### src/source/fetch_pkg.sv
`default_nettype none

package fetch_pkg;

    ////////////////////////////////////////
    // Address widths
    ////////////////////////////////////////

    // Halfword program counter, address bits 31 down to 1
    localparam int PC_W = 31;

    // Word address, address bits 31 down to 2
    localparam int WADDR_W = PC_W - 1;

    // Width of one memory word
    localparam int WORD_W = 32;

    ////////////////////////////////////////
    // Fetch control
    ////////////////////////////////////////

    typedef enum logic {
        ST_IDLE  = 1'b0,
        ST_FETCH = 1'b1
    } fetch_state_e;

    // Restart request, target is a halfword address
    typedef struct packed {
        logic            valid;
        logic [PC_W-1:0] target;
    } redirect_t;

    // Write port into the instruction memory
    typedef struct packed {
        logic               valid;
        logic [WADDR_W-1:0] addr;
        logic [WORD_W-1:0]  data;
    } mem_load_t;

endpackage

`default_nettype wire

### src/source/instr_pkg.sv
`default_nettype none

package instr_pkg;

    import fetch_pkg::*;

    ////////////////////////////////////////
    // Instruction encoding
    ////////////////////////////////////////

    // Width of a compressed instruction and of one memory halfword
    localparam int HALF_W = 16;

    // Width of a full instruction
    localparam int INSTR_W = 32;

    // Low two bits of the first halfword
    typedef enum logic [1:0] {
        Q0     = 2'b00,
        Q1     = 2'b01,
        Q2     = 2'b10,
        Q_FULL = 2'b11
    } quadrant_e;

    typedef enum logic {
        LEN_16 = 1'b0,
        LEN_32 = 1'b1
    } instr_len_e;

    ////////////////////////////////////////
    // Fetch output toward decode
    ////////////////////////////////////////

    // Compressed instructions are zero extended in instr
    typedef struct packed {
        logic [PC_W-1:0]    pc;
        logic [INSTR_W-1:0] instr;
        instr_len_e         len;
    } fetch_out_t;

endpackage

`default_nettype wire

### src/source/fetch_align.sv
`timescale 1ns/1ns
`default_nettype none

module fetch_align
    import fetch_pkg::*;
    import instr_pkg::*;
(
    input  wire  [PC_W-1:0]    pc_i,
    input  wire  [WORD_W-1:0]  word_i,
    input  wire  [WORD_W-1:0]  next_i,
    output logic [WADDR_W-1:0] waddr_o,
    output logic [INSTR_W-1:0] instr_o,
    output instr_len_e         len_o
);

    logic              odd_half;
    logic [HALF_W-1:0] first_half;
    logic [HALF_W-1:0] second_half;
    quadrant_e         quadrant;

    ////////////////////////////////////////
    // Word address
    ////////////////////////////////////////

    // Halfword PC drops its lowest bit to address a word
    assign waddr_o  = pc_i[PC_W-1:1];
    assign odd_half = pc_i[0];

    ////////////////////////////////////////
    // Halfword selection
    ////////////////////////////////////////

    // Even PC starts in the low half, odd PC in the high half
    always_comb begin
        if (odd_half) begin
            // When odd, a 32-bit instruction straddles into the next word
            first_half  = word_i[WORD_W-1:HALF_W];
            second_half = next_i[HALF_W-1:0];
        end else begin
            first_half  = word_i[HALF_W-1:0];
            second_half = word_i[WORD_W-1:HALF_W];
        end
    end

    ////////////////////////////////////////
    // Length and assembly
    ////////////////////////////////////////

    assign quadrant = quadrant_e'(first_half[1:0]);

    always_comb begin
        case (quadrant)
            Q0, Q1, Q2: begin
                // Compressed form with the upper half left at zero
                instr_o = {{HALF_W{1'b0}}, first_half};
                len_o   = LEN_16;
            end
            Q_FULL: begin
                instr_o = {second_half, first_half};
                len_o   = LEN_32;
            end
        endcase
    end

endmodule

`default_nettype wire

### config.mk
export PLATFORM = sky130hd
export DESIGN_NAME = fetch_align
export DESIGN_NICKNAME = d
export VERILOG_FILES = /design/src/source/fetch_pkg.sv /design/src/source/instr_pkg.sv /design/src/source/fetch_align.sv
export SDC_FILE = /design/constraint.sdc
export NUM_CORES = 1
export LEC_CHECK = 0
export BUFFER_PORTS_ARGS = -buffer_cell sky130_fd_sc_hd__buf_2
export CAP_MARGIN = 20
export CORE_AREA = 2 2 61 63
export DETAILED_ROUTE_END_ITERATION = 7
export DIE_AREA = 0 0 63 65
export PLACE_DENSITY = 0.8
export SLEW_MARGIN = 20
export SYNTH_ARGS = -nofsm -noshare
export SYNTH_HDL_FRONTEND = slang
export SYNTH_SLANG_ARGS = --single-unit
### constraint.sdc
create_clock -name vclk -period 2.4
set_input_delay 0.36 -clock vclk [all_inputs]
set_output_delay 0.36 -clock vclk [all_outputs]
set_load 0.1 [all_outputs]
# Word-level counts from Yosys, hierarchy flattened
# Index checks and enable logic that the tools add are counted.
# op_classes
n_reduce_logical	2
n_mux	4
eq_ne	3
# ops
operator	n
32-bit one-hot mux with 2 select lines	1
16-bit 2-to-1 mux	2
2-bit == test (second input constant)	2
3-bit OR reduction	1
2-bit by 1-bit == test with 1-bit output (second input constant)	1
2-bit zero test	1
1-bit one-hot mux with 2 select lines	1
# word_totals
ff_bits	0
out_inout_bits	63
wordCells	9
input_bits	95

# Depth between registers and ports, before layout
# Gate-level depths: netlist of run 1.
# logic_depth
depth_word	4
ltp_mapped	5

# Worst setup path after synthesis of run 1
# No wires, ideal clock.
# synth_timing
path_type	in2out
startpoint	input pc_i[0]
endpoint	output instr_o[21]
path_stages	5
t_arrival_ps	1672
setup_slack_ps	368
cell_sequence	buf_6 -> and3b_1 -> buf_6 -> buf_6 -> a22o_1
# synth_via
elab_chain_len	4
# synth_lines
element	line_no	source
start: declaration	fetch_align.sv:8	input wire [PC_W-1:0] pc_i,
16-bit 2-to-1 mux	fetch_align.sv:35	if (odd_half) begin
2-bit by 1-bit == test with 1-bit output (tied with other cells)	fetch_align.sv:52	case (quadrant)
3-bit OR reduction	fetch_align.sv:52	
32-bit one-hot mux with 2 select lines (*)	fetch_align.sv:52	
end: declaration	fetch_align.sv:12	output logic [INSTR_W-1:0] instr_o,
# Mark *: on every way between the ends. The rest lies on a longest branch, timed or not. The select of a mux whose other input is x is not followed.

# Worst setup path in the final report of run 1
# Ends and elaborated chain as after synthesis.

==> results of run 1 <==
==> critical path, cell delays in order <==
cell    delay, ns
buf_2        0.14
and3_1       0.34
buf_4        0.24
a22o_1       0.21
buf_12       0.19
==> where the power goes <==
group	switching, mW	internal, mW
logic	0.320	0.129
clock network	0	0
registers	0	0
==> layout make-up <==
cell class | instances | area (um^2)
fillers | 372 | 2410
multi-input cells | 35 | 342
well taps | 48 | 60.1
repair buffers | 85 | 688
==> worst max path at each step <==
stage                        endpoint  slack [ns]  cells after the start
after floorplan           instr_o[21]        0.37                      5
after global placement    instr_o[22]        0.52                      5
after detailed placement  instr_o[21]        0.51                      5
after CTS                 instr_o[21]        0.51                      5
after global routing      instr_o[21]        0.44                      5
final                     instr_o[21]        0.55                      5
==> per-stage QoR <==
| stage | cells | worst slack [ns] | util [%] | cell area [um^2] | hold slack, ns |
|---|---|---|---|---|---|
| 2_1_floorplan | 71 | 0.368 | - | 628 | 0.932 |
| 3_3_place_gp | 168 | 0.516 | 31.2 | 1090 | 0.721 |
| 3_5_place_dp | 168 | 0.510 | 31.2 | 1090 | 0.721 |
| 4_1_cts | 168 | 0.510 | 31.2 | 1090 | 0.721 |
| 5_1_grt | 168 | 0.436 | 31.2 | 1090 | 0.720 |
| 6_report | 168 | 0.550 | 31.2 | 1090 | 0.720 |
==> per-layer routing <==
layer / share of wire [%] / vias up / global-route usage (%)
li1: - / 325 / -
met1: 31 / 318 / 9.48
met2: 56 / 53 / 17.8
met3: 11 / 12 / 1.39
met4: 2.2 / 0 / 3.06
met5: 0 / - / 0
==> cells by family after synthesis <==
family / count (synthesis) / share of synthesized area (%)
buffers and inverters: 36 / 45.6
AO/OA/AOI/OAI: 16 / 22.3
multiplexers: 16 / 28.7
AND/OR/NAND/NOR: 3 / 3.39
==> cells in the final DEF (no fill, tap or decap) <==
cell type / count
a22o_1: 16
buf_4: 3
or2_2: 1
and3b_1: 1
buf_12: 17
buf_2: 65
and3_1: 1
mux2_2: 16
==> key figures, run 1 <==
Min path
  – Hold Path End: waddr_o[10]
  – Hold Crit Class: in -> out
  – Hold depth: 0
  – HP Start: pc_i[11]

Synth
  – Synthesized instance count: 71
  – Cell taking the most area after synthesis: buf_4
  – Synth Cell Area: 628 um^2
  – Most frequent cell after synthesis: buf_4
  – Post-synth top cells: buf_4 (30), a22o_1 (16), mux2_2 (16)
  – Post-Syn Nets: 166
  – Sequential cell area fraction in the yosys report: 0%
  – Yosys top cell area share: 35.9%
  – Synth Warn #: 0
  – Top area cells in the synthesized netlist: buf_4 (36%), mux2_2 (29%), a22o_1 (22%)
  – Syn Area/Cell: 8.85 um^2
  – Synth cell types: 8

Die
  – Initial Util: 18.0%
  – I/O pin count: 158
  – Die area: 4100 um^2
  – Die X: 63 um
  – Die Ht: 65 um
  – Core Area: 3500 um^2
  – # rows: 22

Power
  – VDD IR max: 0.168 mV
  – Leak: 0.552 nW
  – PwrDens: 411 nW/um^2
  – Pwr Total: 0.448 mW

Critical path
  – Crit-path max FO: 10
  – Type of origin of the critical path: input pin
  – Crit path kind: in -> out
  – WP data required: 2.04 ns
  – Crit path launch: pc_i[0]
  – Worst Setup End Kind: output port
  – Arr. time, crit path: 1.49 ns

STA
  – Hold Vio Cnt, Final: 0
  – RSZ-0062 raised after global routing: false
  – Final min period: 1.85 ns
  – Fin crit share: 77.1%
  – Slew @ Worst Pin: 0.486 ns
  – Setup TNS: 0 ns
  – Rel. slew slack: 67.8%
  – Slew Limit Fails: 0
  – Count of final setup violators: 0
  – Fmax: 0.541 GHz

Route
  – WL final: 2140 um
  – WL/cell: 12.7 um
  – Number of iterations in the first detailed-routing pass: 4
  – Vias: 708
  – Routed Antenna Nets: 0
  – Vias per cell: 4.21
  – Starting DRT DRC Count: 23
  – DRC: 0

Placed design
  – Placer congestion estimate: 0.682
  – DP HPWL: 1840 um
  – Quantity of I/O buffers inserted on ports: 82

Cells and area
  – Reg area: 0 um^2
  – Antenna Cells: 0
  – Area growth syn-to-layout: 73.5%
  – Layout cells sized above 1: 85.0%
  – FF+latch count: 0
  – Layout Nets: 217
  – Clock buf count: 0

Flow run
  – Number of max-cap violations: 0

Clocking
  – Cts hold-fix bufs: 0
  – Post-CTS sizing: 0
  – Postcts setup bufs: 0

Global route
  – Initial antenna violation count: 0
  – Gr usage total: 8.97%
  – GR Overflow Total: 0
  – First-pass GRT wire length: 2970 um
  – Vias in the first global route: 634
  – Pin count of the biggest net entering global routing: 15

Outcome
  – Outcome: finished, final reports clean
No activity file was read; power rests on OpenSTA's default activity.
==> inputs of run 2 (changes only) <==
clock period = 1.8 ns   (was 2.4 ns; I/O delays follow)
==> key figures, run 2 (same netlist as run 1, synthesis figures left out) <==
Outcome
  – Outcome: finished, final reports clean

STA
  – Slew Limit Fails: 0 (unchanged)
  – Setup TNS: 0 ns (unchanged)
  – Final min period: 1.58 ns
  – Fmax: 0.634 GHz
  – Slew @ Worst Pin: 0.499 ns (+0.0127 ns)
  – RSZ-0062 raised after global routing: false
  – Count of final setup violators: 0 (unchanged)
  – Fin crit share: 87.6%
  – Rel. slew slack: 67.0% (-0.84 points)
  – Final worst slack: 0.223 ns (-0.327 ns)
  – Hold Vio Cnt, Final: 0 (unchanged)

Route
  – Met3 routed WL: 191 um (-18%)
  – Routed Antenna Nets: 0 (unchanged)
  – Starting DRT DRC Count: 3 (-87%)
  – Vias per cell: 4.21 (-0.11%)
  – WL final: 2200 um (+2.9%)
  – DRC: 0 (unchanged)
  – Max layer used: met4
  – M1 WL: 772 um (+16%)
  – Wire length on met2: 1180 um (-0.92%)
  – Vias: 703 (-0.71%)
  – Number of iterations in the first detailed-routing pass: 2 (-2)
  – WL/cell: 13.2 um (+3.5%)

Cells and area
  – Reg area: 0 um^2 (unchanged)
  – Antenna Cells: 0 (unchanged)
  – Clock buf count: 0 (unchanged)
  – Commonest non-fill, non-tap cells in the layout: buf_2 (65), buf_12 (18), mux2_2 (16)
  – Layout Nets: 216 (-0.46%)
  – Filler cells: 368 (-1.1%)
  – Layout cells sized above 1: 94.1% (+9.1 points)
  – Commonest non-fill, non-tap cell in the layout: buf_2
  – Area growth syn-to-layout: 76.5%
  – FF+latch count: 0 (unchanged)
  – Post-route core utilization: 31.7% (+0.54 points)

Critical path
  – Slowest stage cell, crit path: mux2_2
  – WP data required: 1.53 ns (-0.51 ns)
  – Most common cell on crit path: buf_2
  – CP max stage delay: 0.36 ns (+0.02 ns)
  – Type of origin of the critical path: input pin
  – Worst Setup End Kind: output port
  – Crit path kind: in -> out
  – Arr. time, crit path: 1.31 ns (-0.18 ns)
  – Crit-path max FO: 14 (+4)
  – Crit-path cells: buf_2, buf_4, mux2_2, buf_2

Power
  – PwrDens: 543 nW/um^2 (+32%)
  – Leak: 0.554 nW (+0.49%)
  – VDD IR max: 0.239 mV (+43%)
  – Pwr Total: 0.602 mW (+34%)

Die
  – Initial Util: 18.0% (unchanged)
  – I/O pin count: 158 (unchanged)
  – Core Area: 3500 um^2 (unchanged)
  – Die X: 63 um (unchanged)
  – Die Ht: 65 um (unchanged)
  – Die area: 4100 um^2 (unchanged)
  – # rows: 22 (unchanged)

Global route
  – Gr usage total: 9.56% (+0.59 points)
  – Pin count of the biggest net entering global routing: 18 (+3)
  – First-pass GRT wire length: 3120 um (+4.9%)
  – Initial antenna violation count: 0 (unchanged)
  – GR Overflow Total: 0 (unchanged)
  – Vias in the first global route: 657 (+3.6%)

Placed design
  – Placer congestion estimate: 0.648 (-5.0%)
  – DP HPWL: 1820 um (-1.5%)
  – Post-place setup slack: -0.0223 ns (-0.532 ns)
  – Quantity of I/O buffers inserted on ports: 82 (unchanged)

Clocking
  – Postcts setup bufs: 0 (unchanged)

Min path
  – Hold Crit Class: in -> out

Flow run
  – Number of max-cap violations: 0 (unchanged)
-- run 2: area by class of cell --
class / count / area (um^2) / area share (%)
timing repair buffer: 84 / 693 / 62.5
multi-input combinational: 35 / 355 / 32.1
tap: 48 / 60.1 / 5.42
-- run 2: routing by layer --
| layer | vias to the layer above | GRT usage (%) |
|---|---|---|
| li1 | 325 | - |
| met4 | 0 | 3.89 |
| met2 | 46 | 19.0 |
| met5 | - | 0 |
| met3 | 14 | 0.694 |
| met1 | 318 | 10.3 |
-- run 2: worst paths after layout --
path                  from          end  slack, ns  depth (start not counted)
setup / recovery   pc_i[0]  instr_o[12]       0.22                          4
hold / removal    pc_i[11]  waddr_o[10]       0.54                          0
-- run 2: report_power, final --
part | internal [mW] | switching (mW) | total [mW]
registers | 0 | 0 | 0
logic | 0.175 | 0.427 | 0.602
clock network | 0 | 0 | 0
total | 0.175 | 0.427 | 0.602
-- run 2: through the flow --
stage               hold slack [ns]  std cells  cell area [um^2]
floorplan                     0.752         71               641
global placement              0.541        167              1110
detailed placement            0.541        167              1110
CTS                           0.541        167              1110
global route                  0.540        167              1110
finish                        0.540        167              1110
-- run 2: what timing repair did --
action	4_1_cts	5_1_grt
endpoints found under the setup margin	7	0
hold buffers	0	0
endpoints found under the hold margin	0	0
gates resized for setup	1	0
-- run 2: critical path: cells and delay by family --
family | cells | cell delay [ns]
muxes | 1 | 0.36
buffers and inverters | 3 | 0.67
