## src/source/fetch_pkg.sv

```systemverilog
`default_nettype none

package fetch_pkg;

    ////////////////////////////////////////
    // Address widths
    ////////////////////////////////////////

    // Halfword program counter, address bits 31 down to 1
    localparam int PC_W = 31;

    // Word address, address bits 31 down to 2
    localparam int WADDR_W = PC_W - 1;

    // Width of one memory word
    localparam int WORD_W = 32;

    ////////////////////////////////////////
    // Fetch control
    ////////////////////////////////////////

    typedef enum logic {
        ST_IDLE  = 1'b0,
        ST_FETCH = 1'b1
    } fetch_state_e;

    // Restart request, target is a halfword address
    typedef struct packed {
        logic            valid;
        logic [PC_W-1:0] target;
    } redirect_t;

    // Write port into the instruction memory
    typedef struct packed {
        logic               valid;
        logic [WADDR_W-1:0] addr;
        logic [WORD_W-1:0]  data;
    } mem_load_t;

endpackage

`default_nettype wire

```

## src/source/instr_pkg.sv

```systemverilog
`default_nettype none

package instr_pkg;

    import fetch_pkg::*;

    ////////////////////////////////////////
    // Instruction encoding
    ////////////////////////////////////////

    // Width of a compressed instruction and of one memory halfword
    localparam int HALF_W = 16;

    // Width of a full instruction
    localparam int INSTR_W = 32;

    // Low two bits of the first halfword
    typedef enum logic [1:0] {
        Q0     = 2'b00,
        Q1     = 2'b01,
        Q2     = 2'b10,
        Q_FULL = 2'b11
    } quadrant_e;

    typedef enum logic {
        LEN_16 = 1'b0,
        LEN_32 = 1'b1
    } instr_len_e;

    ////////////////////////////////////////
    // Fetch output toward decode
    ////////////////////////////////////////

    // Compressed instructions are zero extended in instr
    typedef struct packed {
        logic [PC_W-1:0]    pc;
        logic [INSTR_W-1:0] instr;
        instr_len_e         len;
    } fetch_out_t;

endpackage

`default_nettype wire

```

## src/source/fetch_unit.sv

```systemverilog
`timescale 1ns/1ns
`default_nettype none

module fetch_unit
    import fetch_pkg::*;
    import instr_pkg::*;
(
    input  wire                clk_i,
    input  wire                rst_i,
    input  wire                run_i,
    input  redirect_t          redirect_i,
    input  wire                grant_i,
    input  wire  [INSTR_W-1:0] instr_i,
    input  instr_len_e         len_i,
    output logic [PC_W-1:0]    pc_o,
    output logic               issue_o,
    output logic               out_valid_o,
    output fetch_out_t         out_o
);

    fetch_state_e    state;
    logic [PC_W-1:0] pc_q;
    logic [PC_W-1:0] pc_step;

    ////////////////////////////////////////
    // Fetch state and issue decision
    ////////////////////////////////////////

    // Follows run_i directly so issue starts in the same cycle
    assign state = run_i ? ST_FETCH : ST_IDLE;

    // A redirect cycle only moves the PC
    assign issue_o = (state == ST_FETCH) && grant_i && !redirect_i.valid;

    assign pc_step = (len_i == LEN_32) ? PC_W'(2) : PC_W'(1);
    assign pc_o    = pc_q;

    ////////////////////////////////////////
    // Program counter
    ////////////////////////////////////////

    always_ff @(posedge clk_i) begin
        if (!rst_i) begin
            pc_q <= '0;
        end else if (redirect_i.valid) begin
            pc_q <= redirect_i.target;
        end else if (issue_o) begin
            pc_q <= pc_q + pc_step;
        end
    end

    ////////////////////////////////////////
    // Output register
    ////////////////////////////////////////

    always_ff @(posedge clk_i) begin
        if (!rst_i) begin
            out_valid_o <= 1'b0;
        end else begin
            out_valid_o <= issue_o;
        end
    end

    // Payload register qualified by out_valid_o
    always_ff @(posedge clk_i) begin
        if (issue_o) begin
            out_o.pc    <= pc_q;
            out_o.instr <= instr_i;
            out_o.len   <= len_i;
        end
    end

    // PC step relies on the length agreeing with the instruction bits
    len_matches_instr_a : assert property (
        @(posedge clk_i) disable iff (!rst_i)
        issue_o |-> ((len_i == LEN_32) == (instr_i[1:0] == 2'b11))
    ) else $error("fetch_unit: instruction length disagrees with its low bits");

endmodule

`default_nettype wire

```

## config.mk

```make
export PLATFORM = sky130hd
export DESIGN_NAME = fetch_unit
export DESIGN_NICKNAME = d
export VERILOG_FILES = /design/src/source/fetch_pkg.sv /design/src/source/instr_pkg.sv /design/src/source/fetch_unit.sv
export SDC_FILE = /design/constraint.sdc
export NUM_CORES = 1
export LEC_CHECK = 0
export BUFFER_PORTS_ARGS = -buffer_cell sky130_fd_sc_hd__buf_2
export CELL_PAD_IN_SITES_DETAIL_PLACEMENT = 1
export CELL_PAD_IN_SITES_GLOBAL_PLACEMENT = 2
export CORE_ASPECT_RATIO = 0.6
export CORE_MARGIN = 2
export CORE_UTILIZATION = 29
export DETAILED_ROUTE_END_ITERATION = 6
export MAX_ROUTING_LAYER = met4
export PLACE_DENSITY_LB_ADDON = 0.1
export SYNTH_ARGS = -nofsm -noshare
export SYNTH_HDL_FRONTEND = slang
export SYNTH_SLANG_ARGS = --single-unit
```

## constraint.sdc

```tcl
create_clock -name clk_i -period 5.4 [get_ports clk_i]
set_clock_uncertainty 0.1 [all_clocks]
set_input_delay 0.27 -clock clk_i [delete_from_list [all_inputs] [get_ports clk_i]]
set_output_delay 0.27 -clock clk_i [all_outputs]
set_load 0.02 [all_outputs]
```

# Yosys cells after proc, flatten, opt, wreduce, memory -nomap -nowiden
# Index checks and enable logic that the tools add are counted.
# op_classes
muxes	4
add_sub_neg	1
reduce_logical	4
# ops
cell	count
two-way mux 31 bit	2
adder 31 x 2 -> 31 bit	1
logical AND 1 bit	2
two-way mux 2 bit	1
nonzero test 2 bit	1
zero test 1 bit	1
two-way mux 1 bit	1
# word_totals
output_inout_bits	97
elab_cells	14
input_bits	69
register_bits	96

# Longest topological paths before layout
# Gate-level depths: netlist (run 1).
# logic_depth
ltp_word	5
mapped_depth	8
mapped_depth_nobuf	7

# Least setup slack after synthesis (run 1)
# No wires, ideal clock.
# synth_path
kind	input -> register
from	input port redirect_i[31] (netlist bit)
to	register out_o[0] (netlist bit), enable pin
path_stages	3
arrival_time_ns	3.589
n_path_buf	2
slack_ns	1.212
required_time_ns	4.801
path_cell_list	clkbuf_1 > clkbuf_1 > nor2_1
# synth_between
elab_chain_len	2
# synth_rtl
element	line_no	source
from (decl)	fetch_unit.sv:11	input redirect_t redirect_i,
zero test 1 bit	fetch_unit.sv:33	assign issue_o = (state == ST_FETCH) && grant_i && !redirect_i.valid;
logical AND 1 bit	fetch_unit.sv:33	
named net issue_o	fetch_unit.sv:16	output logic issue_o,
to (decl)	fetch_unit.sv:18	output fetch_out_t out_o
# The timed path passes the listed nets, and every way through them passes these cells.
# A chain may end at the register's enable or synchronous reset.

# Final worst setup path (run 1)
# layout_path
from	register pc_q[4] (netlist: pc_o[4])
to	register pc_q[17] (netlist: pc_o[17])
# layout_between
elab_chain_len	3
# layout_rtl
element	line_no	source
from (decl)	fetch_unit.sv:22	logic [PC_W-1:0] pc_q;
from (signal assigned)	fetch_unit.sv:46	pc_q <= redirect_i.target;
from (signal assigned)	fetch_unit.sv:48	pc_q <= pc_q + pc_step;
adder 31 x 2 -> 31 bit	fetch_unit.sv:48	
two-way mux 31 bit	fetch_unit.sv:47	end else if (issue_o) begin
two-way mux 31 bit	fetch_unit.sv:45	end else if (redirect_i.valid) begin
# No other way between the ends. The select of a mux whose other input is x is not followed.

==> results of run 1 <==
==> routing by layer <==
metal	routed length [um]	vias to the layer above	GRT usage [%]
met2	5550	100	25.4
li1	-	1633	-
met5	0	-	-
met4	63	0	4.05
met1	6430	1688	25.8
met3	709	7	4.34
==> sequential cells by signal (all words and copies together), names as in the netlist <==
signal and count:
out_o 64, out_valid_o 1, pc_o 31
==> through the flow <==
stage               setup slack (ns)  instance area, um^2
global placement                2.81                 4910
finish                          2.97                 5530
CTS                             2.97                 5520
floorplan                       1.21                 3920
global route                    2.81                 5530
detailed placement              2.73                 4910
==> kinds of logic (layout without fill, tap and decap cells) <==
group / Yosys count / after routing / synth area share, %
buf+inv: 24 / 219 / 2.33
fa+ha+maj: 3 / 3 / 1.15
compound gates: 78 / 78 / 13.5
flops: 96 / 96 / 65.3
xor+xnor: 9 / 9 / 2.01
mux: 2 / 2 / 0.510
simple gates: 106 / 106 / 15.2
==> how the worst max path moves through the flow <==
stage,start,endpoint,slack [ns],cells past startpoint
after CTS,pc_o[4]$_SDFFE_PN0P_,pc_o[17]$_SDFFE_PN0P_,2.97,4
after global placement,run_i,out_o[19]$_DFFE_PP_,2.81,4
final,pc_o[4]$_SDFFE_PN0P_,pc_o[17]$_SDFFE_PN0P_,2.97,4
after floorplan,redirect_i[31],out_o[0]$_DFFE_PP_,1.21,3
after detailed placement,run_i,out_o[29]$_DFFE_PP_,2.73,4
after global routing,pc_o[0]$_SDFFE_PN0P_,pc_o[18]$_SDFFE_PN0P_,2.81,6
==> final cells by class <==
class	instances	share of cell area, %
Clock buffer	9	4.08
Clock inverter	7	1.43
Inverter	5	0.340
Multi-Input combinational cell	198	23.1
Sequential cell	96	46.4
Tap cell	170	3.85
Timing Repair Buffer	198	20.8
==> power by group through the flow <==
stage / Clock, mW / Combinational (mW) / Sequential [mW]
2_1_floorplan: 0 / 0.0524 / 0.909
3_3_place_gp: 0 / 0.169 / 0.875
3_5_place_dp: 0 / 0.172 / 0.877
4_1_cts: 0.680 / 0.189 / 0.860
5_1_grt: 0.707 / 0.204 / 0.866
6_report: 0.657 / 0.188 / 0.860
==> critical path: stages (launching register included) <==
cell and delay, ns:
sky130_fd_sc_hd__dfxtp_1 0.52, sky130_fd_sc_hd__nand4_2 0.23, sky130_fd_sc_hd__or4b_1 0.78, sky130_fd_sc_hd__or4_1 0.57, sky130_fd_sc_hd__a31oi_1 0.16
==> layout by cell type, fill, tap and decap left out, drive strengths merged, types with 4 or more instances in the layout <==
| master | instances |
|---|---|
| or4 | 10 |
| clkbuf | 9 |
| o21ai | 27 |
| nor3 | 10 |
| nor2 | 7 |
| buf | 167 |
| or3 | 7 |
| dfxtp | 32 |
| nor4 | 4 |
| nand3 | 10 |
| a21oi | 7 |
| nand2 | 24 |
| a221o | 4 |
| a31oi | 9 |
| inv | 8 |
| nand4 | 14 |
| xnor2 | 5 |
| xor2 | 4 |
| o31ai | 7 |
| and2 | 5 |
| o211ai | 5 |
| o311a | 5 |
| dlygate4sd3 | 31 |
| edfxtp | 64 |
==> timing repair <==
action | in CTS | in global routing
setup buffers | 0 | 0
gates resized for setup | 0 | 0
endpoints found under the hold margin | 30 | 1
hold buffers | 30 | 1
==> flow_summary.json, run 1 <==
{
  "p_sw_share_pct": 25.8,
  "cp-end-kind": "flop",
  "pin_count": 166,
  "floorplan.die.height_um": 94.1,
  "grt_pass1_wl_mm": 19.3,
  "postSynth.asyncResetShare_pct": 0,
  "clock_tree.buffer_depth": 2,
  "power.leakage_nw": 2.20,
  "drt_wl_total_mm": 12.8,
  "grt-ovfl-total": 0,
  "power_frac_clock_pct": 38.5,
  "max_freq_ghz": 0.411,
  "global_route.usage.total_pct": 17.9,
  "timing.reg2reg.worst_path_depth": 4,
  "floorplan.core_area_mm2": 0.0130,
  "area_of_combinational_cells_with_multiple_inputs_mm2": 0.00128,
  "synth.avg_cell_area_um2": 12.3,
  "share_seq_of_total_power_pct": 50.4,
  "port_buffers": 165,
  "fraction_of_final_layout_cells_sized_beyond_drive_strength_1_pct": 37.2,
  "route.detailed.wl_per_inst_um": 18.7,
  "die-area_mm2": 0.0145,
  "reg2reg_setup_slack_ns": 2.97,
  "crit_required_ns": 5.57,
  "cts.clk_slew.worst_paths_ns": 0.07,
  "final-instance-count-excl-fill": 683,
  "insertion_delay_ns": 0.34,
  "worstPathArrival_ns": 2.60,
  "remaining_routing_drc_violations": 0,
  "first_iter_violations": 186,
  "cts_tree": "built",
  "worstSetupPathType": "flop to flop",
  "ys_dominant_reg_cell": "sky130_fd_sc_hd__edfxtp_1",
  "intPower_mw": 1.27,
  "period_minus_slack_ns": 2.43,
  "critPathMaxFanout": 10,
  "net-switching-power_uw": 440,
  "timing.hold.worst_endpoint": "out_o[7]$_DFFE_PP_",
  "die_w_um": 154,
  "cts_max_level": 3,
  "max_rail_drop_vdd_mv": 0.129,
  "slew-limit-headroom_pct": 50.1,
  "min-delay-start": "instr_i[6]",
  "synth_commonest_cells": "64 x sky130_fd_sc_hd__edfxtp_1, 32 x sky130_fd_sc_hd__dfxtp_1, 27 x sky130_fd_sc_hd__o21ai_0",
  "synth_sequential_area_ratio_pct": 65.3,
  "antenna_nets_post_route": 0,
  "grt_antenna_before_repair": 0,
  "timing.max_cap.violations": 0,
  "rsz0062_at_grt": "no",
  "critPathLaunchType": "flop",
  "gp_routability_congestion": 0.794,
  "layout.area.seq_mm2": 0.00256,
  "fillerInstances": 1439,
  "finish.utilization_pct": 42.5,
  "critical_path.reg2reg.startpoint": "pc_o[4]$_SDFFE_PN0P_",
  "viasPerCell": 5.02,
  "postSynthRegisterBits": 96,
  "post-dp-hpwl_mm": 9.14,
  "diodes": 0,
  "pwr-share-comb_pct": 11.0,
  "pin_count_of_the_biggest_net_entering_global_routing": 44,
  "synth_area_mm2": 0.00392,
  "yosys_warnings": 0,
  "dpl.cell_count": 636,
  "synth.distinct_cells": 40,
  "synthesis_to_layout_area_growth_pct": 40.8,
  "crit-reg2reg-capture": "pc_o[17]$_SDFFE_PN0P_",
  "power_density_mw_per_mm2": 309,
  "edff_count_synth": 64,
  "synth_area_leader_cell": "sky130_fd_sc_hd__edfxtp_1",
  "outcome": "finished, final reports clean",
  "final_total_pwr_mw": 1.71,
  "timing_hold_violations_final": 0,
  "dr.pass1.iters": 5,
  "total_vias_in_the_final_route": 3428,
  "synth.most_common_cell": "sky130_fd_sc_hd__edfxtp_1",
  "finalSetupViolations": 0,
  "worstHoldPathCells": 1,
  "final_nets": 580,
  "synth.top_cell.area_share_pct": 49.0,
  "hold_slack_ns": 0.0263,
  "grt_pass1_vias": 3366,
  "min_path_type": "primary input to flop",
  "synth_nets": 390,
  "synth.top_cells.by_area": "sky130_fd_sc_hd__edfxtp_1 49%, sky130_fd_sc_hd__dfxtp_1 16%, sky130_fd_sc_hd__o21ai_0 3.4%, sky130_fd_sc_hd__nand2_1 2.3%, sky130_fd_sc_hd__nand4_1 2.1%",
  "finalCritPeriodShare_pct": 45.1,
  "tns_ns": 0,
  "worstMarginPinSlew_ns": 0.747,
  "cts_num_sinks": 96,
  "timing.final.max_slew_violations": 0,
  "num_rows": 32,
  "initial_core_util_pct": 30.2,
  "clock_tree.root_cell": "sky130_fd_sc_hd__clkbuf_16",
  "synthesis.instances": 318,
  "number_of_buffers_inserted_during_clock_tree_synthesis": 9
}
Note: power is estimated with default switching activity, not from simulation.
==> run 2, diff against run 1 <==
CORE_UTILIZATION = 26   (was 29)
clock period = 2.2 ns   (was 5.4 ns; I/O delays follow)
==> run 2 against run 1 <==
Clock-buffer cell count up 1; final area up 9.4%; sequential cell count unchanged; sequential power up 140%; hold slack worse by 0.014 ns; maximum frequency up 15%; via count up 7.0%; core utilization down 1.2 points; clock power up 150%; register-to-register slack worse by 2.9 ns; largest power group unchanged.
==> flow_summary.json, run 2 (synthesis gave the netlist of run 1 again) <==
{
  "outcome": "finished, final reports clean",
  "slew-limit-headroom_pct": 73.9,
  "cts.clk_slew.worst_paths_ns": 0.07,
  "pin_count": 166,
  "critPathLaunchType": "flop",
  "die_w_um": 163,
  "dr.pass1.iters": 4,
  "hold_slack_ns": 0.0119,
  "layout.cell_area.non_filler_mm2": 0.00604,
  "grt_antenna_before_repair": 0,
  "worstMarginPinSlew_ns": 0.388,
  "die-area_mm2": 0.0161,
  "max_freq_ghz": 0.473,
  "cts_tree": "built",
  "mostFrequentLayoutCells": "165 x sky130_fd_sc_hd__buf_2, 64 x sky130_fd_sc_hd__edfxtp_1, 50 x sky130_fd_sc_hd__dlygate4sd3_1, 35 x sky130_fd_sc_hd__buf_4, 28 x sky130_fd_sc_hd__dfxtp_1",
  "cp-end-kind": "flop",
  "grt_pass1_wl_mm": 20.7,
  "global_route.usage.total_pct": 17.3,
  "timing.final.max_slew_violations": 0,
  "fraction_of_final_layout_cells_sized_beyond_drive_strength_1_pct": 41.3,
  "pin_count_of_the_biggest_net_entering_global_routing": 60,
  "power_density_mw_per_mm2": 710,
  "top_register": "out_o",
  "worstSetupPathType": "flop to flop",
  "num_rows": 34,
  "post-dp-hpwl_mm": 9.90,
  "clock_tree.buffer_depth": 2,
  "gr-usage-met2_pct": 25.8,
  "dpl.cell_count": 698,
  "crit_required_ns": 2.36,
  "viasPerCell": 4.80,
  "floorplan.die.height_um": 99.2,
  "drt_wl_total_mm": 13.6,
  "floorplan.core_area_mm2": 0.0146,
  "remaining_routing_drc_violations": 0,
  "cts_num_sinks": 96,
  "gp_routability_congestion": 0.774,
  "critPathMaxFanout": 4,
  "grt_most_used_layer": "met2",
  "diodes": 0,
  "clock_tree.root_cell": "sky130_fd_sc_hd__clkbuf_16",
  "power.leakage_nw": 2.45,
  "tns_ns": 0,
  "globalRouteMet3Util_pct": 3.42,
  "final-instance-count-excl-fill": 764,
  "period_minus_slack_ns": 2.11,
  "placement.cell_area_mm2": 0.00522,
  "cts_max_level": 3,
  "finalSetupViolations": 0,
  "total_vias_in_the_final_route": 3668,
  "final_common_cell": "sky130_fd_sc_hd__buf_2",
  "max_rail_drop_vdd_mv": 0.376,
  "timing_hold_violations_final": 0,
  "synthesis_to_layout_area_growth_pct": 54.0,
  "initial_core_util_pct": 26.8,
  "grt_util_met1_pct": 24.4,
  "worstPathArrival_ns": 2.28,
  "first_iter_violations": 160,
  "grt-ovfl-total": 0,
  "largest_reg_flops": 64,
  "route.detailed.wl_per_inst_um": 17.8,
  "grt_pass1_vias": 3767,
  "final_nets": 633,
  "port_buffers": 165,
  "antenna_nets_post_route": 0,
  "insertion_delay_ns": 0.34,
  "fillerInstances": 1661,
  "number_of_buffers_inserted_during_clock_tree_synthesis": 9,
  "timing.max_cap.violations": 0,
  "min_path_type": "primary input to flop",
  "rsz0062_at_grt": "no",
  "finalCritPeriodShare_pct": 96.1
}
==> run 2: cell types whose count changed in the layout (fill, tap and decap cells not counted), sizes merged <==
cell         delta
clkinvlp        -1
buf            +34
dlygate4sd3    +19
clkbuf          +1
inv             +1
clkinv          -1
==> run 2: cell type report <==
type	count	area (um^2)	share of cell area (%)
sequential	96	2570	42.5
multi-input combinational	198	1300	21.4
clock inverter	6	75.1	1.24
clock buffer	10	229	3.79
inverter	5	18.8	0.311
tap	198	248	4.10
timing repair buffer	251	1610	26.6
==> run 2: path summary, 6_finish.rpt <==
| kind | end | depth (start not counted) | startpoint | slack (ns) |
|---|---|---|---|---|
| max reg2reg | pc_o[17]$_SDFFE_PN0P_ | 5 | pc_o[1]$_SDFFE_PN0P_ | 0.09 |
| min reg2reg | out_o[33]$_DFFE_PP_ | 0 | pc_o[0]$_SDFFE_PN0P_ | 0.37 |
| min | pc_o[11]$_SDFFE_PN0P_ | 3 | redirect_i[11] | 0.01 |
| max | pc_o[17]$_SDFFE_PN0P_ | 5 | pc_o[1]$_SDFFE_PN0P_ | 0.09 |
==> run 2: routing by layer <==
layer,vias up,wire (um)
met5,-,0
met4,0,112
met3,12,709
met2,99,5820
met1,1824,6940
li1,1733,-
==> run 2: per-stage QoR <==
step           utilization (%)  power [mW]  setup WS [ns]
2_1_floorplan                -        2.36         0.0129
3_3_place_gp              35.7        2.62         0.0567
3_5_place_dp              35.7        2.63        0.00173
4_1_cts                   41.2        4.35         0.0167
5_1_grt                   41.3        4.48        0.00891
6_report                  41.3        4.29         0.0868
==> run 2: critical path: stages (launching register included) <==
cell and delay, ns:
sky130_fd_sc_hd__dfxtp_2 0.32, sky130_fd_sc_hd__ha_1 0.30, sky130_fd_sc_hd__a21oi_2 0.08, sky130_fd_sc_hd__or4b_4 0.57, sky130_fd_sc_hd__or4_1 0.51, sky130_fd_sc_hd__a31oi_1 0.14
==> run 2: power by group <==
part	internal, mW	switching (mW)
logic	0.260	0.333
clock network	0.904	0.730
registers	2.02	0.0502
==> run 2: repair_timing <==
item	in CTS	in global routing
setup buffers	0	0
pin swaps	0	3
hold buffers	50	0
resized for setup	2	4
endpoints found under the hold margin	50	0
setup endpoints to repair	4	6
