### config.mk
export PLATFORM = sky130hd
export DESIGN_NAME = fetch_credit
export DESIGN_NICKNAME = d
export VERILOG_FILES = /design/src/source/fetch_credit.sv
export SDC_FILE = /design/constraint.sdc
export NUM_CORES = 1
export LEC_CHECK = 0
export BUFFER_PORTS_ARGS = -buffer_cell sky130_fd_sc_hd__buf_2
export CAP_MARGIN = 20
export CORE_AREA = 2 2 39 41
export CTS_CLUSTER_SIZE = 8
export DETAILED_ROUTE_END_ITERATION = 8
export DIE_AREA = 0 0 41 43
export SETUP_SLACK_MARGIN = 0.02
export SLEW_MARGIN = 25
export SYNTH_ARGS = -nofsm -noshare
export SYNTH_HDL_FRONTEND = slang
export SYNTH_SLANG_ARGS = --single-unit
export TNS_END_PERCENT = 5
### constraint.sdc
create_clock -name clk_i -period 1.5 [get_ports clk_i]
set_input_delay 0.225 -clock clk_i [delete_from_list [all_inputs] [get_ports clk_i]]
set_output_delay 0.225 -clock clk_i [all_outputs]
set_load 0.02 [all_outputs]
### src/source/fetch_credit.sv
`timescale 1ns/1ns
`default_nettype none

module fetch_credit #(
    parameter int CREDITS = 4
) (
    input  wire  clk_i,
    input  wire  rst_i,
    input  wire  issue_i,
    input  wire  return_i,
    output logic grant_o
);

    localparam int CNT_W = $clog2(CREDITS + 1);

    logic [CNT_W-1:0] count_q;

    ////////////////////////////////////////
    // Credit counter
    ////////////////////////////////////////

    // Starts full, one credit per free slot in the decode queue
    always_ff @(posedge clk_i) begin
        if (!rst_i) begin
            count_q <= CNT_W'(CREDITS);
        end else begin
            case ({issue_i, return_i})
                2'b10:   count_q <= count_q - CNT_W'(1);
                2'b01:   count_q <= count_q + CNT_W'(1);
                default: count_q <= count_q;  // Idle or both cancel
            endcase
        end
    end

    assign grant_o = (count_q != '0);

    ////////////////////////////////////////
    // Checks
    ////////////////////////////////////////

    // Fetch side must honour the grant
    no_issue_when_empty_a : assert property (
        @(posedge clk_i) disable iff (!rst_i)
        issue_i |-> (count_q != '0)
    ) else $error("fetch_credit: issue with no credit left");

    // Decode side cannot free a slot it never received
    no_return_when_full_a : assert property (
        @(posedge clk_i) disable iff (!rst_i)
        return_i |-> (count_q != CNT_W'(CREDITS))
    ) else $error("fetch_credit: credit returned while count is full");

endmodule

`default_nettype wire

### Yosys cells after proc, flatten, opt, wreduce, memory -nomap -nowiden

Cells that the tools add are included.

| storage, ports and cells | value |
|---|---|
| input port bits | 4 |
| output and inout bits | 1 |
| register bits after elaboration | 3 |
| logic and storage cells | 8 |

| operators by class | value |
|---|---|
| $add $sub $neg | 2 |
| equal/unequal tests | 2 |
| reduce and logical (&&, ||, !) cells | 2 |
| muxes and demuxes | 1 |

Operators with widths:

| cell | number |
|---|---|
| $pmux 3 s2 | 1 |
| $add 3x1->3 const B | 1 |
| $reduce_bool 3->1 | 1 |
| $sub 3x1->3 const B | 1 |
| $eq 2x1->1 const B | 1 |
| $eq 2x2->1 const B | 1 |
| $reduce_bool 2->1 | 1 |

### Depth between registers and ports, before layout

Gate-level depths: netlist (run 1).

| logic depth | value |
|---|---|
| depth in word-level cells | 2 |
| gate-level depth with buffers | 7 |
| depth with buffers taken out | 7 |

### Worst setup path before layout (run 1)

Ideal clock, no wire load.

| timing path | value |
|---|---|
| path type | input -> register |
| from | in issue_i |
| to | reg count_q[2] |
| data arrival time | 1.354 ns |
| library setup time | 0.062 ns |
| path slack | 0.085 ns |
| required time | 1.438 ns |
| stages on the path | 7 |
| buffers on the path | 0 |
| cells stage by stage | inv_1 ha_1 inv_1 fa_1 xor2_1 or3_1 nand3_1 |

| on the way | value |
|---|---|
| cells in the longest elaborated chain, start to end | 2 |
| elaborated cells on any way between the ends | 4 |
| those cells by class | eq/ne (2); mux (1); reduce/logical (1) |

RTL lines:

| what | line | text |
|---|---|---|
| start, declared | 9 | `input wire issue_i,` |
| $eq 2x1->1 or $eq 2x2->1 (tied branches) | 27 | `case ({issue_i, return_i})` |
| $pmux 3 s2 or $reduce_bool 2->1 (tied branches) | n/a |  |
| end signal, assigned | 28 | `2'b10: count_q <= count_q - CNT_W'(1);` |
| end signal, assigned | 29 | `2'b01: count_q <= count_q + CNT_W'(1);` |
| end signal, assigned | 30 | `default: count_q <= count_q;` |
| end, declared | 16 | `logic [CNT_W-1:0] count_q;` |

Parallel ways exist; a longest one is shown, timed or not.
A chain may end at the register's enable or synchronous reset.

### Worst setup path in the final report (run 1)

| timing path | value |
|---|---|
| from | reg count_q[0] |
| to | reg count_q[2] |

| on the way | value |
|---|---|
| cells in the longest elaborated chain, start to end | 2 |
| elaborated cells on any way between the ends | 3 |
| those cells by class | add/sub (2); mux (1) |

RTL lines:

| what | line | text |
|---|---|---|
| start signal, assigned | 25 | `count_q <= CNT_W'(CREDITS);` |
| start signal, assigned | 28 |  |
| start signal, assigned | 29 |  |
| $add 3x1->3 or $sub 3x1->3 (tied branches) | 29, 28 |  |
| $pmux 3 s2 (*) | 27 |  |

Every way passes the cells marked *; elsewhere a longest branch is shown, timed or not.

==> impl_metrics.tcl, run 1 <==
set metrics [dict create \
    final_cells 41 \
    period_needed_ps 1370 \
    placed_cell_area_um2 210 \
    end_kind "register" \
    io_pins 5 \
    power.density_nw_per_um2 1360 \
    wl_per_cell_um 6.98 \
    holdWs_ps 190 \
    reg_top3 "count_q (3)" \
    avgSynthCellArea_um2 10.2 \
    slew_violations 0 \
    max_cap_viol_count 0 \
    cellLeakagePower_nw 0.107 \
    place_hpwl_um 219 \
    worstSkewPairLatency_ps 230 \
    grt_max_degree 5 \
    first_pass_iters 1 \
    ant_nets 0 \
    initial_core_util_pct 11.8 \
    clk_path_buf_depth 2 \
    synth_compound_area_share_pct 3.08 \
    cts_resized 0 \
    coreArea_um2 1380 \
    stdcell_area_um2 236 \
    synth_cell_types 12 \
    cts_made_buffers 3 \
    fin_crit_sh_pct 91.4 \
    antenna_found_initial 0 \
    track_usage_pct 4.32 \
    synth_top_family_by_area "adder cells" \
    clk_pin_slew_ps 40 \
    cts.sinks 3 \
    die_area_um2 1760 \
    final_cell_mix "buf_2, clkbuf_4, dfxtp_1, inv_1, or3_1" \
    regMostFlops "count_q" \
    path_class "register to register" \
    initialDrtViolationCount 0 \
    syn_inst 16 \
    synth.area.mux_share_pct 6.15 \
    status "finished clean" \
    required_ps 1680 \
    clock_skew_ps 0.917 \
    synth_simple_gate_area_share_pct 18.5 \
    cp_max_fo 3 \
    max-slew-margin-rel_pct 89.3 \
    tightest_slew_ps 160 \
    die_h_um 43 \
    final_common_cell "buf_2" \
    rows 14 \
    power_w 0.000321 \
    largest_reg_flops 3 \
    max_freq_ghz 0.729 \
    ys.warnings.count 0 \
    wl_um 286 \
    placed_cells 37 \
    drc 0 \
    syn_area_um2 163 \
    synth_xor_xnor_area_share_pct 10.8 \
    start_kind "register" \
    vias 133 \
    rsz0062_at_grt "false" \
    cts_root_buf "clkbuf_4" \
    grt_overflow_total 0 \
    diodes 0 \
    drive_gt1_share_pct 32.0 \
    setup_violations 0 \
    first_global_vias 113 \
    cts_tree "built" \
    min_path_type "input pin to register" \
    area_growth_pct 45.4 \
    holdBufCountCts 0 \
    ys_seq_elements 3 \
    syn-num-nets 22 \
    die_w_um 41 \
    arrival_ps 1550 \
    vdd.ir_drop.worst_v 0.000197 \
    fin_nets 32 \
    place.port_buffers 4 \
    synthAdderAreaFrac_pct 20.0 \
    ys_seq_area_share_pct 36.9 \
    h-tree-depth 1 \
    finalHoldViolCount 0 \
    vias_per_cell 3.24 \
    final_util_pct 17.1 \
    cts_setup_buffers 0 \
    grt_pass1_wl_um 420 \
    place.gp.congestion 0.698 \
]
-- layout make-up --
cell class,count,area (µm²)
tap,16,20.0
timing repair buffer,5,27.5
multi-input combinational,11,95.1
sequential,3,60.1
inverter,2,7.51
clock buffer,4,26.3
fill,152,1150
-- stage by stage --
step	setup TNS (ps)	setup WS [ps]
2_1_floorplan	0	84.8
3_3_place_gp	-33.9	-33.9
3_5_place_dp	-57.6	-57.6
4_1_cts	0	113
5_1_grt	0	78.5
6_report	0	129
-- worst max-delay path, stage by stage (launching register included) --
cell and delay [ps]:
dfxtp_1 340, fa_1 430, xor2_1 160, or3_1 300, nand3_1 80
-- power breakdown --
group	leakage [nW]	total (W)	internal [W]	switching, W
sequential	0.0249	0.000108	0.0000952	0.0000133
clock	0.0150	0.000144	0.0000998	0.0000441
combinational	0.0670	0.0000686	0.0000373	0.0000313
total	0.107	0.000321	0.000232	0.0000887
-- layer usage --
| metal | share of wire (%) | global-route usage [%] |
|---|---|---|
| met3 | 7.0 | 0 |
| met4 | 4.9 | 10.0 |
| met2 | 46 | 3.13 |
| met5 | 0 | 0 |
| met1 | 42 | 5.81 |
-- cells in the mapped netlist --
library cell  instances  area, µm²
nand3_1               1       5.00
mux2i_1               1       10.0
o21ai_0               1       5.00
xor2_1                1       8.76
dfxtp_1               3       60.1
inv_1                 2       7.51
nor2b_1               1       6.26
and2_1                1       6.26
xnor2_1               1       8.76
ha_1                  1       12.5
fa_1                  1       20.0
or3_1                 2       12.5
-- worst paths after layout --
check	start	end	slack, ps	cells past startpoint
max reg2reg	count_q[0]	count_q[2]	130	4
min	rst_i	count_q[2]	190	2
max	count_q[0]	count_q[2]	130	4
min reg2reg	count_q[2]	count_q[2]	510	2
-- cell families (layout without fill, tap and decap cells) --
group / after synthesis / count (layout)
AOI/OAI and AO/OA: 1 / 1
xor gates and xnor gates: 2 / 2
adders and majority gates: 2 / 2
buffers and inverters: 2 / 11
DFF: 3 / 3
muxes: 1 / 1
and+or+nand+nor: 5 / 5
(Power assumes the default switching activity.)
==> inputs of run 2 (changes only) <==
==> constraint.sdc (replaced) <==
create_clock -name clk_i -period 1.3 [get_ports clk_i]
set_input_delay 0.195 -clock clk_i [delete_from_list [all_inputs] [get_ports clk_i]]
set_output_delay 0.195 -clock clk_i [all_outputs]
set_load 0.02 [all_outputs]
==> run 2 against run 1 <==
  * The run now ends with negative setup slack left
  * Register-to-register slack got worse by 80 ps
  * Sequential power rose by 18%
  * Utilization is 4.4 points higher
  * First-iteration DRC count did not move
  * Routed wire length is 15% higher
  * Critical path depth shrank 1
  * Die area is the same
  * Final area grew 26%
==> impl_metrics.tcl, run 2 (synthesis results as in run 1) <==
set metrics [dict create \
    cts.sinks 3 \
    place.gp.congestion 0.548 \
    clk_pin_slew_ps 40 \
    start_kind "register" \
    final_cell_mix "clkbuf_4, buf_4, dfxtp_1, buf_2, buf_6" \
    vdd.ir_drop.worst_v 0.000182 \
    largest_reg_flops 3 \
    end_kind "primary output" \
    rr_startpoint "count_q[0]" \
    die_h_um 43 \
    fin_crit_sh_pct 101 \
    setup_slack_ps -18.4 \
    final_cells 43 \
    cpMaxStageDelayCell "dfxtp_2" \
    die_area_um2 1760 \
    status "finished with violations" \
    pre_cts_ws_ps -229 \
    first_pass_iters 1 \
    track_usage_pct 4.21 \
    tightest_slew_ps 126 \
    path_cells "buf_6 > or3_4 > buf_6" \
    cp_max_fo 2 \
    vias_per_cell 3.42 \
    grt_pass1_wl_um 448 \
    power.density_nw_per_um2 1390 \
    wl_per_cell_um 7.63 \
    finalSetupTns_ps -18.4 \
    diodes 0 \
    fin_nets 34 \
    place_hpwl_um 249 \
    fill_cells 161 \
    path_class "register to primary output" \
    vias 147 \
    grt_max_degree 5 \
    drc 0 \
    holdBufCountCts 0 \
    h-tree-depth 1 \
    cts_root_buf "clkbuf_4" \
    clock_skew_ps 2.11 \
    arrival_ps 1120 \
    grt_overflow_total 0 \
    worstSkewPairLatency_ps 230 \
    place.port_buffers 4 \
    placed_cells 38 \
    finalHoldViolCount 0 \
    regMostFlops "count_q" \
    cp_common_cell "buf_6" \
    cts_tree "built" \
    violations "negative setup slack" \
    wl_um 328 \
    hold_start "rst_i" \
    period_needed_ps 1320 \
    area_growth_pct 83.1 \
    power_w 0.000413 \
    cp-startpoint "count_q[0]" \
    setup_violations 1 \
    rsz0062_at_grt "true" \
    coreArea_um2 1380 \
    max_cap_viol_count 0 \
    cellLeakagePower_nw 0.125 \
    ant_nets 0 \
    max-slew-margin-rel_pct 91.4 \
    clk_path_buf_depth 2 \
    min_path_type "input pin to register" \
    first_global_vias 146 \
    max_freq_ghz 0.759 \
    antenna_found_initial 0 \
    initialDrtViolationCount 0 \
    initial_core_util_pct 11.8 \
    io_pins 5 \
    cts_made_buffers 3 \
    drive_gt1_share_pct 59.3 \
    slew_violations 0 \
    rows 14 \
    slowest_delay_ps 330 \
    reg_top3 "count_q (3)" \
    die_w_um 41 \
    required_ps 1110 \
]
==> run 2: cell types whose count changed in the layout (fill, tap and decap cells not counted), moves of 2 or more <==
cell	previous run	this run
buf_4	1	3
buf_6	0	2
inv_1	2	0
buf_2	4	2
==> run 2: worst paths after layout <==
check	endpoint	slack (ps)	cells after the start
worst max-delay path	grant_o	-20	3
worst min-delay path	count_q[2]	170	2
worst max register to register	count_q[2]	50	4
worst min register to register	count_q[2]	510	2
==> run 2: area by class of cell <==
type / count / area [µm²] / share of cell area, %
well taps: 16 / 20.0 / 6.72
clock buffers: 4 / 26.3 / 8.82
inverters: 2 / 20.0 / 6.72
flip-flops and latches: 3 / 61.3 / 20.6
multi-input cells: 11 / 115 / 38.7
repair buffers: 7 / 55.1 / 18.5
==> run 2: worst max-delay path: cells and delay by family, from the launching register on <==
family        cells  cell delay (ps)
buf+inv           2              250
flops             1              330
simple gates      1              320
==> run 2: where the power goes <==
| group | switching [W] | internal, W | leakage (nW) |
|---|---|---|---|
| clock network | 0.0000456 | 0.000115 | 0.0150 |
| logic | 0.0000503 | 0.0000757 | 0.0845 |
| registers | 0.0000156 | 0.000111 | 0.0252 |
==> run 2: repair_timing <==
action / 4_1_cts / 5_1_grt
pin swaps: 3 / 0
setup endpoints to repair: 2 / 2
setup buffers: 0 / 1
hold endpoints to repair: 0 / 0
resized for setup: 5 / 1
==> run 2: routing by layer <==
| layer | share of wire (%) | track usage, % |
|---|---|---|
| met5 | 0 | 0 |
| met4 | 0 | 8.00 |
| met3 | 0.61 | 0 |
| met2 | 66 | 7.19 |
| met1 | 33 | 2.24 |
==> run 2: metrics by stage <==
step | util [%] | hold WS, ps | instance area, µm²
after floorplan | - | 280 | 190
after global placement | 17.7 | 406 | 245
after detailed placement | 17.7 | 410 | 245
after CTS | 20.6 | 167 | 285
after global routing | 21.5 | 172 | 298
final | 21.5 | 174 | 298
==> inputs of run 3 (changes only) <==
--- a/config.mk
+++ b/config.mk
@@ -5,12 +5,14 @@
 export SDC_FILE = /design/constraint.sdc
 export NUM_CORES = 1
 export LEC_CHECK = 0
+export ABC_AREA = 1
 export BUFFER_PORTS_ARGS = -buffer_cell sky130_fd_sc_hd__buf_2
 export CAP_MARGIN = 20
 export CORE_AREA = 2 2 39 41
 export CTS_CLUSTER_SIZE = 8
 export DETAILED_ROUTE_END_ITERATION = 8
 export DIE_AREA = 0 0 41 43
+export MAX_ROUTING_LAYER = met4
 export SETUP_SLACK_MARGIN = 0.02
 export SLEW_MARGIN = 25
 export SYNTH_ARGS = -nofsm -noshare
==> run 3 against run 2 <==
  * The run now ends clean
  * Cell count is 14% higher
  * Clock power hardly changed
  * Routed wire length shrank 6.4%
  * Synthesized cell count grew 50%
  * Largest cell class unchanged
  * Non-clock buffer count decreased by 2
  * Highest routed layer unchanged
  * Worst setup slack better by 150 ps
  * First-iteration DRC count up 3
  * Register-to-register slack gained 80 ps
  * Worst hold slack improved by 8.7 ps
==> impl_metrics.tcl, run 3 <==
set metrics [dict create \
    synth_common_cells "inv_1, dfxtp_1, nand2_1, nor2_1" \
    fill_cells 158 \
    clk_pin_slew_ps 40 \
    h-tree-depth 1 \
    slew_violations 0 \
    largest_reg_flops 3 \
    synth_xor_xnor_area_share_pct 0 \
    period_needed_ps 1170 \
    cellLeakagePower_nw 0.128 \
    wl_um 307 \
    ys_seq_area_share_pct 34.3 \
    path_class "register to register" \
    synth_compound_area_share_pct 8.57 \
    finalHoldViolCount 0 \
    synth-main-ff-cell "dfxtp_1" \
    regMostFlops "count_q" \
    cpMaxStageDelayCell "fa_1" \
    grt_max_degree 5 \
    power.density_nw_per_um2 1390 \
    seqCellArea_um2 60.1 \
    multiInputGateArea_um2 92.6 \
    synthTopCellsByArea "dfxtp_1, fa_1, inv_1" \
    ant_nets 0 \
    max-slew-margin-rel_pct 90.5 \
    synth_edf_count 0 \
    initialDrtViolationCount 3 \
    end_kind "register" \
    synth.area.mux_share_pct 0 \
    place.gp.congestion 0.630 \
    initial_core_util_pct 12.7 \
    die_h_um 43 \
    arrival_ps 1280 \
    drive_gt1_share_pct 30.3 \
    holdWs_ps 182 \
    use_met2_pct 5.63 \
    synth_largest_area_cell "dfxtp_1" \
    tightest_slew_ps 141 \
    fin_crit_sh_pct 89.7 \
    grt_pass1_wl_um 579 \
    max_cap_viol_count 0 \
    rsz0062_at_grt "false" \
    avgSynthCellArea_um2 7.30 \
    cts.sinks 3 \
    status "finished clean" \
    track_usage_pct 5.45 \
    die_area_um2 1760 \
    syn_area_um2 175 \
    cp_max_fo 2 \
    path_cells "fa_1 > inv_1 > nand2_1 > nand4_1 > nand3_1" \
    cts_tree "built" \
    first_global_vias 155 \
    synth_cell_types 12 \
    async_reset_ff_share_pct 0 \
    start_kind "register" \
    vias_per_cell 3.27 \
    required_ps 1410 \
    vias 160 \
    cts_resized 0 \
    clock_skew_ps 0.904 \
    diodes 0 \
    min_path_type "input pin to register" \
    fin_nets 40 \
    grt_overflow_total 0 \
    power_w 0.000345 \
    cts_root_buf "clkbuf_4" \
    die_w_um 41 \
    syn-num-nets 30 \
    yosysTopAreaCellShare_pct 34.3 \
    setup_violations 0 \
    slowest_delay_ps 460 \
    rows 14 \
    place.port_buffers 4 \
    synth_top_family_by_area "simple AND/OR/NAND/NOR gates" \
    place_hpwl_um 268 \
    cts_made_buffers 3 \
    synthAdderAreaFrac_pct 18.6 \
    antenna_found_initial 0 \
    first_pass_iters 4 \
    io_pins 5 \
    wl_per_cell_um 6.27 \
    clk_path_buf_depth 2 \
    grt_use_met1_pct 6.41 \
    synth_simple_gate_area_share_pct 25.7 \
    worstSkewPairLatency_ps 230 \
    max_freq_ghz 0.858 \
    vdd.ir_drop.worst_v 0.000461 \
    ys.warnings.count 0 \
    met3_usage_pct 1.57 \
    cts_setup_buffers 0 \
    final_cell_mix "inv_1, buf_2" \
    synth.most_common_cell "inv_1" \
    grt.busiest_layer "met4" \
    syn_inst 24 \
    holdBufCountCts 0 \
    final_common_cell "inv_1" \
    area_growth_pct 42.1 \
    ys_seq_elements 3 \
    reg_top3 "count_q (3)" \
    coreArea_um2 1380 \
    drc 0 \
]
## run 3: changes by cell type in the layout (fill, tap and decap cells not counted), sizes merged, moves of 2 or more
cell / delta
inv: +4
nand2: +4
nor2: +3
buf: -2
or3: -2
## run 3: report_power, final
| group | switching (W) | internal, W | total [W] |
|---|---|---|---|
| clock | 0.0000435 | 0.000115 | 0.000158 |
| combinational | 0.0000396 | 0.0000315 | 0.0000711 |
| sequential | 0.0000103 | 0.000106 | 0.000116 |
| total | 0.0000934 | 0.000252 | 0.000345 |
## run 3: critical path: cells and delay by family, from the launching register on
kind / cells / cell delay [ps]
flip-flops: 1 / 310
adder cells (fa/ha/maj): 1 / 460
AND/OR/NAND/NOR: 3 / 210
buffers and inverters: 1 / 70
## run 3: area by class of cell
type,instances,area share [%]
clock buffers,4,10.6
inverters,6,9.05
multi-input cells,15,37.2
flip-flops and latches,3,24.1
well taps,16,8.04
repair buffers,5,11.1
## run 3: path summary, 6_finish.rpt
kind	from	to	slack, ps	depth (start not counted)
min reg2reg	count_q[2]	count_q[2]	480	2
min	rst_i	count_q[2]	180	2
max	count_q[0]	count_q[2]	130	5
max reg2reg	count_q[0]	count_q[2]	130	5
## run 3: kinds of logic (layout without fill, tap and decap cells)
kind of cell             count (synthesis)  count (layout)
AO/OA/AOI/OAI                            3               3
AND/OR/NAND/NOR                         10              10
buffers and inverters                    6              15
adder cells (fa/ha/maj)                  2               2
flip-flops                               3               3
## run 3: through the flow
step                setup TNS [ps]  setup slack, ps  instance area, µm²  std cells  utilization, %
floorplan                        0              110                 175         24               -
global placement             -62.6            -62.6                 223         45            16.1
detailed placement           -96.1            -51.9                 223         45            16.1
CTS                              0              125                 249         49            18.0
global route                     0             79.4                 249         49            18.0
finish                           0              134                 249         49            18.0
## run 3: metal layers
metal / vias up / wire (µm)
met5: - / 0
met4: 0 / 0
met2: 2 / 162
met3: 0 / 8
li1: 91 / -
met1: 67 / 136
